<file path="src/verilog/pq_pkg.sv">
`default_nettype none

// --------------------------------------------------------------------------
// Shared definitions for the sorted-array priority queue
// --------------------------------------------------------------------------

package pq_pkg;

    // Operation applied to every slot of the chain in one cycle
    // Decoded once in the controller, then broadcast to the cells
    typedef enum logic [1:0] {
        // Slots hold their contents
        PQ_NOP  = 2'b00,
        // Insert the new pair at its sorted position, tail shifts right
        PQ_ENQ  = 2'b01,
        // Drop the head, everything shifts one slot left
        PQ_DEQ  = 2'b10,
        // Drop the head and insert the new pair in the same cycle
        PQ_REPL = 2'b11
    } pq_op_e;

endpackage : pq_pkg

`default_nettype wire

</file>
<file path="src/verilog/pq_cell.sv">
`timescale 1ns/1ps
`default_nettype none

// --------------------------------------------------------------------------
// One slot of the sorted shift-register array
// --------------------------------------------------------------------------

// Left neighbor is closer to the head, right neighbor closer to the tail
module pq_cell import pq_pkg::*; #(
    parameter int KEY_W   = 8,
    parameter int VAL_W   = 8,
    // Set only for slot 0, which takes the new pair when the head is replaced
    parameter bit IS_HEAD = 1'b0
) (
    input  logic             clk,
    input  logic             reset_i,
    // Operation for this cycle, already gated by the controller
    input  pq_op_e           op_i,
    // Pair offered by the requester
    input  logic [KEY_W-1:0] new_key_i,
    input  logic [VAL_W-1:0] new_val_i,
    // Left neighbor contents and its insert flag
    input  logic [KEY_W-1:0] left_key_i,
    input  logic [VAL_W-1:0] left_val_i,
    input  logic             left_valid_i,
    input  logic             left_ins_before_i,
    // Right neighbor contents and its shift-left flag
    input  logic [KEY_W-1:0] right_key_i,
    input  logic [VAL_W-1:0] right_val_i,
    input  logic             right_valid_i,
    input  logic             right_take_right_i,
    // Own slot, seen by both neighbors
    output logic [KEY_W-1:0] key_o,
    output logic [VAL_W-1:0] val_o,
    output logic             valid_o,
    // To the right neighbor: new pair belongs at or before this slot
    output logic             ins_before_o,
    // To the left neighbor: this pair moves left on replace
    output logic             take_right_o
);

    // Stored pair, valid bit is the only control state
    logic [KEY_W-1:0] key_q;
    logic [VAL_W-1:0] val_q;
    logic             valid_q;

    // Next slot contents
    logic [KEY_W-1:0] key_d;
    logic [VAL_W-1:0] val_d;
    logic             valid_d;

    // Local compare results
    logic             ins_before;
    logic             take_right;

    // ----------------------------------------------------------------------
    // Key compare
    // ----------------------------------------------------------------------

    // Strict less-than keeps equal keys in arrival order,
    // a new key lands behind all stored keys that equal it
    assign ins_before = !valid_q || (new_key_i < key_q);

    // Pairs with key <= new key sit in front of the new pair after replace
    assign take_right = valid_q && (key_q <= new_key_i);

    // ----------------------------------------------------------------------
    // Neighbor select
    // ----------------------------------------------------------------------

    always_comb begin
        key_d   = key_q;
        val_d   = val_q;
        valid_d = valid_q;
        case (op_i)
            PQ_ENQ: begin
                if (ins_before) begin
                    if (left_ins_before_i) begin
                        // Insert point is further left, shift right by one
                        key_d   = left_key_i;
                        val_d   = left_val_i;
                        valid_d = left_valid_i;
                    end else begin
                        // First slot where the new key fits
                        key_d   = new_key_i;
                        val_d   = new_val_i;
                        valid_d = 1'b1;
                    end
                end
            end
            PQ_DEQ: begin
                // Whole array moves toward the head
                key_d   = right_key_i;
                val_d   = right_val_i;
                valid_d = right_valid_i;
            end
            PQ_REPL: begin
                if (right_take_right_i) begin
                    // Smaller pairs move left into the gap of the old head
                    key_d   = right_key_i;
                    val_d   = right_val_i;
                    valid_d = right_valid_i;
                end else if (take_right || IS_HEAD) begin
                    // Last slot of the shifted run, or new key below the head
                    key_d   = new_key_i;
                    val_d   = new_val_i;
                    valid_d = 1'b1;
                end
            end
            default: begin
                // NOP holds the slot
                key_d   = key_q;
                val_d   = val_q;
                valid_d = valid_q;
            end
        endcase
    end

    // ----------------------------------------------------------------------
    // Slot registers
    // ----------------------------------------------------------------------

    always_ff @(posedge clk) begin
        if (reset_i) begin
            valid_q <= 1'b0;
        end else begin
            valid_q <= valid_d;
        end
    end

    // Payload is meaningful only while valid
    always_ff @(posedge clk) begin
        key_q <= key_d;
        val_q <= val_d;
    end

    assign key_o        = key_q;
    assign val_o        = val_q;
    assign valid_o      = valid_q;
    assign ins_before_o = ins_before;
    assign take_right_o = take_right;

endmodule : pq_cell

`default_nettype wire

</file>
<file path="src/verilog/pq_ctrl.sv">
`timescale 1ns/1ps
`default_nettype none

// --------------------------------------------------------------------------
// Request decoder and occupancy tracking
// --------------------------------------------------------------------------

module pq_ctrl import pq_pkg::*; #(
    parameter int CAPACITY = 8
) (
    input  logic                             clk,
    input  logic                             reset_i,
    // Raw requests from the queue user
    input  logic                             enq_i,
    input  logic                             deq_i,
    // Operation broadcast to the cell chain
    output pq_op_e                           op_o,
    // Occupancy and flags, all registered
    output logic [$clog2(CAPACITY+1)-1:0]    count_o,
    output logic                             full_o,
    output logic                             empty_o
);

    localparam int CNT_W = $clog2(CAPACITY + 1);

    // Count register and the value it takes at the next edge
    logic [CNT_W-1:0] count_q;
    logic [CNT_W-1:0] count_d;

    // Flags are kept as registers next to the count
    logic             full_q;
    logic             empty_q;

    // ----------------------------------------------------------------------
    // Decode
    // ----------------------------------------------------------------------

    // Only place where full and empty gate the requests
    always_comb begin
        op_o = PQ_NOP;
        if (enq_i && deq_i) begin
            // Both at once: nothing to remove when empty, so plain insert
            // Replace is allowed even when full since the head leaves
            op_o = empty_q ? PQ_ENQ : PQ_REPL;
        end else if (enq_i) begin
            // Enqueue on a full queue is dropped
            if (!full_q) begin
                op_o = PQ_ENQ;
            end
        end else if (deq_i) begin
            // Dequeue on an empty queue is dropped
            if (!empty_q) begin
                op_o = PQ_DEQ;
            end
        end
    end

    // ----------------------------------------------------------------------
    // Occupancy
    // ----------------------------------------------------------------------

    // Replace removes one pair and adds one, so the count holds
    always_comb begin
        count_d = count_q;
        case (op_o)
            PQ_ENQ:  count_d = count_q + 1'b1;
            PQ_DEQ:  count_d = count_q - 1'b1;
            default: count_d = count_q;
        endcase
    end

    // Flags follow the next count so they line up with it after the edge
    always_ff @(posedge clk) begin
        if (reset_i) begin
            count_q <= '0;
            full_q  <= 1'b0;
            empty_q <= 1'b1;
        end else begin
            count_q <= count_d;
            full_q  <= (count_d == CNT_W'(CAPACITY));
            empty_q <= (count_d == '0);
        end
    end

    assign count_o = count_q;
    assign full_o  = full_q;
    assign empty_o = empty_q;

endmodule : pq_ctrl

`default_nettype wire

</file>
<file path="src/verilog/quickq.sv">
`timescale 1ns/1ps
`default_nettype none

// --------------------------------------------------------------------------
// Priority queue top: controller plus a chain of sorted slots
// --------------------------------------------------------------------------

module quickq import pq_pkg::*; #(
    parameter int KEY_W    = 8,
    parameter int VAL_W    = 8,
    parameter int CAPACITY = 8
) (
    input  logic                             clk,
    input  logic                             reset_i,
    // Requests, new pair goes with enq_i
    input  logic                             enq_i,
    input  logic                             deq_i,
    input  logic [KEY_W-1:0]                 key_i,
    input  logic [VAL_W-1:0]                 val_i,
    // Head is slot 0, valid while empty_o is low
    output logic [KEY_W-1:0]                 head_key_o,
    output logic [VAL_W-1:0]                 head_val_o,
    output logic [$clog2(CAPACITY+1)-1:0]    count_o,
    output logic                             full_o,
    output logic                             empty_o
);

    localparam int CNT_W = $clog2(CAPACITY + 1);

    // Broadcast operation
    pq_op_e           op;
    logic [CNT_W-1:0] count;

    // Per-slot outputs, index 0 is the head
    logic [KEY_W-1:0] cell_key        [CAPACITY];
    logic [VAL_W-1:0] cell_val        [CAPACITY];
    logic             cell_valid      [CAPACITY];
    logic             cell_ins_before [CAPACITY];
    logic             cell_take_right [CAPACITY];

    pq_ctrl #(
        .CAPACITY (CAPACITY)
    ) i_pq_ctrl (
        .clk      (clk),
        .reset_i  (reset_i),
        .enq_i    (enq_i),
        .deq_i    (deq_i),
        .op_o     (op),
        .count_o  (count),
        .full_o   (full_o),
        .empty_o  (empty_o)
    );

    // ----------------------------------------------------------------------
    // Cell chain
    // ----------------------------------------------------------------------

    for (genvar i = 0; i < CAPACITY; i++) begin : g_cell
        logic [KEY_W-1:0] l_key;
        logic [VAL_W-1:0] l_val;
        logic             l_valid;
        logic             l_ins_before;
        logic [KEY_W-1:0] r_key;
        logic [VAL_W-1:0] r_val;
        logic             r_valid;
        logic             r_take_right;

        // Head has no left neighbor, never shifts in from the left
        if (i == 0) begin : g_left_end
            assign l_key        = '0;
            assign l_val        = '0;
            assign l_valid      = 1'b0;
            assign l_ins_before = 1'b0;
        end else begin : g_left
            assign l_key        = cell_key[i-1];
            assign l_val        = cell_val[i-1];
            assign l_valid      = cell_valid[i-1];
            assign l_ins_before = cell_ins_before[i-1];
        end

        // Tail pulls in an empty slot on dequeue
        if (i == CAPACITY - 1) begin : g_right_end
            assign r_key        = '0;
            assign r_val        = '0;
            assign r_valid      = 1'b0;
            assign r_take_right = 1'b0;
        end else begin : g_right
            assign r_key        = cell_key[i+1];
            assign r_val        = cell_val[i+1];
            assign r_valid      = cell_valid[i+1];
            assign r_take_right = cell_take_right[i+1];
        end

        pq_cell #(
            .KEY_W   (KEY_W),
            .VAL_W   (VAL_W),
            .IS_HEAD (i == 0)
        ) i_pq_cell (
            .clk                (clk),
            .reset_i            (reset_i),
            .op_i               (op),
            .new_key_i          (key_i),
            .new_val_i          (val_i),
            .left_key_i         (l_key),
            .left_val_i         (l_val),
            .left_valid_i       (l_valid),
            .left_ins_before_i  (l_ins_before),
            .right_key_i        (r_key),
            .right_val_i        (r_val),
            .right_valid_i      (r_valid),
            .right_take_right_i (r_take_right),
            .key_o              (cell_key[i]),
            .val_o              (cell_val[i]),
            .valid_o            (cell_valid[i]),
            .ins_before_o       (cell_ins_before[i]),
            .take_right_o       (cell_take_right[i])
        );
    end

    assign head_key_o = cell_key[0];
    assign head_val_o = cell_val[0];
    assign count_o    = count;

endmodule : quickq

`default_nettype wire
</file>
<file path="config.mk">
export PLATFORM = sky130hd
export DESIGN_NAME = quickq
export DESIGN_NICKNAME = d
export VERILOG_FILES = /design/src/verilog/pq_pkg.sv /design/src/verilog/pq_cell.sv /design/src/verilog/pq_ctrl.sv /design/src/verilog/quickq.sv
export SDC_FILE = /design/constraint.sdc
export NUM_CORES = 1
export LEC_CHECK = 0
export ABC_AREA = 1
export BUFFER_PORTS_ARGS = -buffer_cell sky130_fd_sc_hd__buf_2
export CAP_MARGIN = 5
export CORE_MARGIN = 3
export CORE_UTILIZATION = 65
export CTS_CLUSTER_DIAMETER = 120
export DETAILED_ROUTE_END_ITERATION = 8
export PLACE_DENSITY_LB_ADDON = 0.05
export SLEW_MARGIN = 20
export SYNTH_ARGS = -nofsm -noshare
export SYNTH_HDL_FRONTEND = slang
export SYNTH_SLANG_ARGS = --single-unit
export TNS_END_PERCENT = 20
</file>
<file path="constraint.sdc">
create_clock -name clk -period 8.2 [get_ports clk]
set_input_delay 0.41 -clock clk [delete_from_list [all_inputs] [get_ports clk]]
set_output_delay 0.41 -clock clk [all_outputs]
set_load 0.01 [all_outputs]
</file>
Word level (Yosys, flattened, before mapping)

Index checks and enable logic that the tools add are counted.
W data, S select, Z words.

Register bits after elaboration: 142
Input bits: 20
Output and inout port bits: 22
Word-level logic and storage cells: 215

Add/sub/neg operators: 2
Order comparisons: 15
Equality and inequality tests: 19
Muxes and demuxes: 118
Reductions and logical operators: 34

Operators with widths:

| kind                  | count |
|---|---|
| $mux W8               | 58 |
| $pmux W8 S3           | 16 |
| $lt A8 B8 Y1          | 8 |
| $le A8 B8 Y1          | 7 |
| $mux W1               | 30 |
| $pmux W1 S3           | 8 |
| $reduce_and A3 Y1     | 7 |
| $ne A2 B1 Y1 const B  | 9 |
| $ne A3 B1 Y1 const B  | 6 |
| $mux W2               | 5 |
| $logic_and A1 B1 Y1   | 8 |
| $logic_not A1 Y1      | 8 |
| $logic_or A1 B1 Y1    | 8 |
| $pmux W4 S2           | 1 |
| $add A4 B1 Y4 const B | 1 |
| $eq A2 B2 Y1 const B  | 2 |
| $eq A4 B4 Y1 const B  | 1 |
| $logic_not A4 Y1      | 1 |
| $sub A4 B1 Y4 const B | 1 |
| $reduce_bool A3 Y1    | 1 |
| $eq A2 B1 Y1 const B  | 1 |
| $reduce_and A2 Y1     | 1 |

Longest topological paths before layout

Depth after elaboration: 7
Gate-level depth with buffers: 17
Depth with buffers taken out: 16

Hierarchy

Synthesis repeated with hierarchy kept, for this count alone.

Cells, all modules: 1324
Area total of the unflattened synthesis: 10144.7 µm²

By module, submodules not included:

| module                             | times used | cells each | area each (µm²) | sequential area each (µm²) |
|---|---|---|---|---|
| pq_cell at g_cell[1].i_pq_cell ... | 7          | 162        | 1226.2          | 500.5 |
| pq_cell at g_cell[0].i_pq_cell     | 1          | 133        | 1188.6          | 500.5 |
| pq_ctrl                            | 1          | 56         | 369.1           | 120.1 |
| quickq                             | 1          | 1          | 3.8             | 0.0 |

Least setup slack after synthesis

Ideal clock, no wire load.

Path type: input to register
Start point: input port key_i[0]
End point: register g_cell[3].i_pq_cell.key_q[0] (enable)
Setup time: 0.394 ns
Data arrival time: 2.378 ns
Required time: 7.806 ns
Path slack: 5.428 ns
Cell stages on the path: 13
Buffers on the path: 2
Cell sequence: inv_1 > buf_2 > ha_1 > inv_1 > nand2_1 > nand2_1 > nand2_1 > nand2_1 > nand2_1 > nand3_2 > nand2_2 > clkbuf_2 > a21oi_1

Word-level cells in the longest chain between the ends: 4
Elaborated cells on any way between the ends: 9
Classes of those cells: 3 x order compare; 2 x eq/ne; 4 x reduce/logical

Ends and longest elaborated chain:

| what                                                      | RTL line                     | text |
|---|---|---|
| from (decl)                                               | quickq.sv:18                 | `input logic [KEY_W-1:0] key_i,` |
| $le A8 B8 Y1 or $lt A8 B8 Y1 (tied branches)              | pq_cell.sv:65, pq_cell.sv:62 |  |
| $logic_and A1 B1 Y1 or $logic_or A1 B1 Y1 (tied branches) | pq_cell.sv:65, pq_cell.sv:62 |  |
| $ne A3 B1 Y1 (no line) or $ne A2 B1 Y1 (tied branches)    | n/a                          |  |
| $reduce_and A3 Y1 (no line) *                             | n/a                          |  |
| to (signal assigned)                                      | pq_cell.sv:133               | `key_q <= key_d;` |
| to (decl)                                                 | pq_cell.sv:43                | `logic [KEY_W-1:0] key_q;` |

Mark *: on every way between the ends. The rest lies on a longest branch, timed or not.
A chain may end at the register's enable or synchronous reset.

Final worst setup path

Start point: register i_pq_ctrl.full_q, in the netlist i_pq_ctrl.full_o
End point: register g_cell[5].i_pq_cell.val_q[4] (enable)

Word-level cells in the longest chain between the ends: 6
Elaborated cells on any way between the ends: 10
Classes of those cells: 5 x eq/ne; 3 x mux; 2 x reduce/logical

Ends and longest elaborated chain:

| what                                           | RTL line       | text |
|---|---|---|
| from (decl)                                    | pq_ctrl.sv:31  | `logic full_q;` |
| from (signal assigned)                         | pq_ctrl.sv:80  | `full_q <= (count_d == CNT_W'(CAPACITY));` |
| $mux W1 *                                      | pq_ctrl.sv:47  | `if (!full_q) begin` |
| $mux W2 *                                      | pq_ctrl.sv:45  | `end else if (enq_i) begin` |
| $mux W2 *                                      | pq_ctrl.sv:41  | `if (enq_i && deq_i) begin` |
| $eq A2 B2 Y1 or $eq A2 B1 Y1 (tied branches)   | pq_cell.sv:75  | `case (op_i)` |
| $ne A3 B1 Y1 (no line) (tied with other cells) | n/a            |  |
| $reduce_and A3 Y1 (no line) *                  | n/a            |  |
| to (signal assigned)                           | pq_cell.sv:134 | `val_q <= val_d;` |
| to (decl)                                      | pq_cell.sv:44  | `logic [VAL_W-1:0] val_q;` |

Marks and branches as above.

==> impl_metrics.tcl <==
set metrics [dict create \
    cts_sinks 142 \
    antenna_found_initial 0 \
    avgViaCountPerCell 6.236 \
    highest_layer "met4" \
    ir_drop_v 0.0001966 \
    pwr-share-seq 0.372 \
    fp.dieW_um 135.8 \
    drv_slew 0 \
    drv_cap 0 \
    cp-start-kind "register" \
    power_frac_clock 0.180 \
    drtIter0Drc 1510 \
    synthTopCellsByCount "401 x nand2_1, 165 x a21oi_1, 165 x inv_1" \
    grt-ovfl-total 0 \
    yosysWarnings 0 \
    layout_setup_ws_ns 4.765 \
    clk_latency_ns 0.44 \
    syn_to_final_growth_pct 5.886 \
    cts_tree "done" \
    grt_max_degree 72 \
    synth_top_cell_by_area "edfxtp_1" \
    post_cts.repair.setup_buffers 0 \
    synth_seq_cells 142 \
    pin_count 42 \
    period_minus_slack_ns 3.435 \
    die_h_um 135.8 \
    critPathRequiredTime_ns 8.34 \
    end_kind "register" \
    wl_per_cell_um 19.11 \
    status "finished, final reports clean" \
    relSlewSlack 0.2808 \
    wl_met3_um 4679 \
    post-place-ws_ns 4.498 \
    p_switching_uw 1860 \
    initial_utilization 0.6769 \
    grt_pass1_wl_um 50340 \
    combPwrFrac 0.448 \
    path_clk_slew_ns 0.06 \
    vias 10560 \
    dr.pass1.iters 8 \
    yosysSeqAreaShare 0.3767 \
    drc 0 \
    cts_resized 0 \
    fin_skew_ns 0.01951 \
    fin_nets 1555 \
    synth_top_area_frac 0.3511 \
    wl_met1_um 13040 \
    yosysMostFrequentCell "nand2_1" \
    die-area_um2 18440 \
    wl_um 32370 \
    crit_arrival_ns 3.58 \
    synth_edf_count 128 \
    postRouteAntennaNets 0 \
    cts_buffers 17 \
    syn_inst 1493 \
    num_rows 46 \
    min_path_type "in -> reg" \
    powerDensity_nw_per_um2 365.1 \
    p_sw_frac 0.4395 \
    core_area_um2 16170 \
    yosysUniqueCellTypes 39 \
    finalCritPeriodShare 0.4189 \
    port_buffers 41 \
    critical_path_class "reg -> reg" \
    clockBufferDepth 2 \
    leakage_uw 0.005267 \
    internal_power_uw 2372 \
    synth.net_count 1583 \
    fmax_mhz 291.1 \
    synthesis.area_um2 10950 \
    worstMarginPinSlew_ns 1.076 \
    place_congestion 0.9392 \
    rsz0062_at_grt "no" \
    layout-drive-gt1-share 0.07037 \
    finalSetupTns_ns 0 \
    ys_async_sr_fraction 0 \
    hpwl_um 21270 \
    cts_root_buffer "clkbuf_16" \
    cts_max_level 4 \
    n_fill_cell 1304 \
    antenna_cells 0 \
    syn_avg_cell_area_um2 7.333 \
    synthFlopType "edfxtp_1" \
    route.met2.wl_um 13890 \
    setup_viol 0 \
    grtUsageTotal 0.3511 \
    finalHoldViolations 0 \
    grt_pass1_vias 9524 \
    cts_hold_buf 0 \
    hold_depth 2 \
    ys_top_cells_by_area "edfxtp_1 35%, nand2_1 14%, ha_1 7.9%, a21oi_1 7.5%, o21ai_0 6.7%" \
    critPathMaxFanout 45 \
    ff2ff_path_depth 9 \
]
[routing by layer]
layer / track usage / vias up
li1: - / 5028
met4: 0.1193 / 0
met3: 0.1155 / 72
met5: 0 / -
met1: 0.4916 / 4720
met2: 0.5147 / 743
[power by group through the flow]
stage / sequential, uW / clock (uW) / combinational [uW]
finish: 1570 / 762 / 1900
detailed placement: 1570 / 0 / 1830
global route: 1610 / 785 / 2110
CTS: 1550 / 759 / 1850
floorplan: 1490 / 0 / 1380
global placement: 1560 / 0 / 1780
[logic make-up after synthesis]
| family | after synthesis | share of synthesized area |
|---|---|---|
| flip-flops | 142 | 0.3767 |
| AO/OA/AOI/OAI | 421 | 0.2117 |
| adder cells (fa/ha/maj) | 70 | 0.08069 |
| AND/OR/NAND/NOR | 585 | 0.2234 |
| XOR/XNOR | 4 | 0.003201 |
| buffers and inverters | 269 | 0.1025 |
| multiplexers | 2 | 0.001829 |
[stage by stage]
step | hold WS, ns | utilization | cells | area (um^2) | power, uW
after global placement | 0.5452 | 0.6823 | 1662 | 11030 | 3339
after global routing | 0.2020 | 0.7168 | 1694 | 11590 | 4506
after floorplan | 0.4824 | - | 1493 | 10950 | 2864
after detailed placement | 0.5543 | 0.6824 | 1662 | 11040 | 3394
after CTS | 0.1912 | 0.7168 | 1694 | 11590 | 4162
final | 0.1939 | 0.7168 | 1694 | 11590 | 4232
[registers in the layout, summed over array words and instances, names as in the netlist]
register                  flops
i_pq_ctrl.count_o             4
i_pq_ctrl.empty_o             1
g_cell.i_pq_cell.valid_o      8
i_pq_ctrl.full_o              1
g_cell.i_pq_cell.val_o       64
g_cell.i_pq_cell.key_o       64
[cell type report]
cell class                 count  area (um^2)  share of cell area
clock buffer                  18        429.2             0.03702
clock inverter                14        126.4             0.01090
inverter                     170        638.1             0.05505
multi-input combinational   1082         5717              0.4931
sequential                   142         4124              0.3557
tap                          216        270.3             0.02331
timing repair buffer          52        287.8             0.02482
[worst max-delay path, cell delays in order (launching register included)]
cell and delay [ns]:
dfxtp_1 0.32, nand2_1 0.05, nand2_1 0.16, inv_1 0.10, ha_1 0.20, buf_4 0.30, inv_2 0.62, nor2_1 0.19
a21oi_1 0.84, buf_4 0.35
[cells in the final DEF, fill, tap and decap left out, types with 31 or more instances in the layout]
cell type and n:
buf_2 41, nand2_1 401, nand3_1 124, edfxtp_1 128, o211ai_1 50, o21ai_1 31
o21ai_0 147, inv_1 165, ha_1 68, a21oi_1 165, nor2_1 38
[final timing paths]
check	slack (ns)	from	endpoint
setup / recovery	4.77	i_pq_ctrl.full_o	g_cell[5].i_pq_cell.val_o[4]
hold reg to reg	0.57	g_cell[1].i_pq_cell.val_o[0]	g_cell[0].i_pq_cell.val_o[0]
setup reg to reg	4.77	i_pq_ctrl.full_o	g_cell[5].i_pq_cell.val_o[4]
hold / removal	0.19	reset_i	i_pq_ctrl.count_o[0]
No activity file was read; power rests on OpenSTA's default activity.
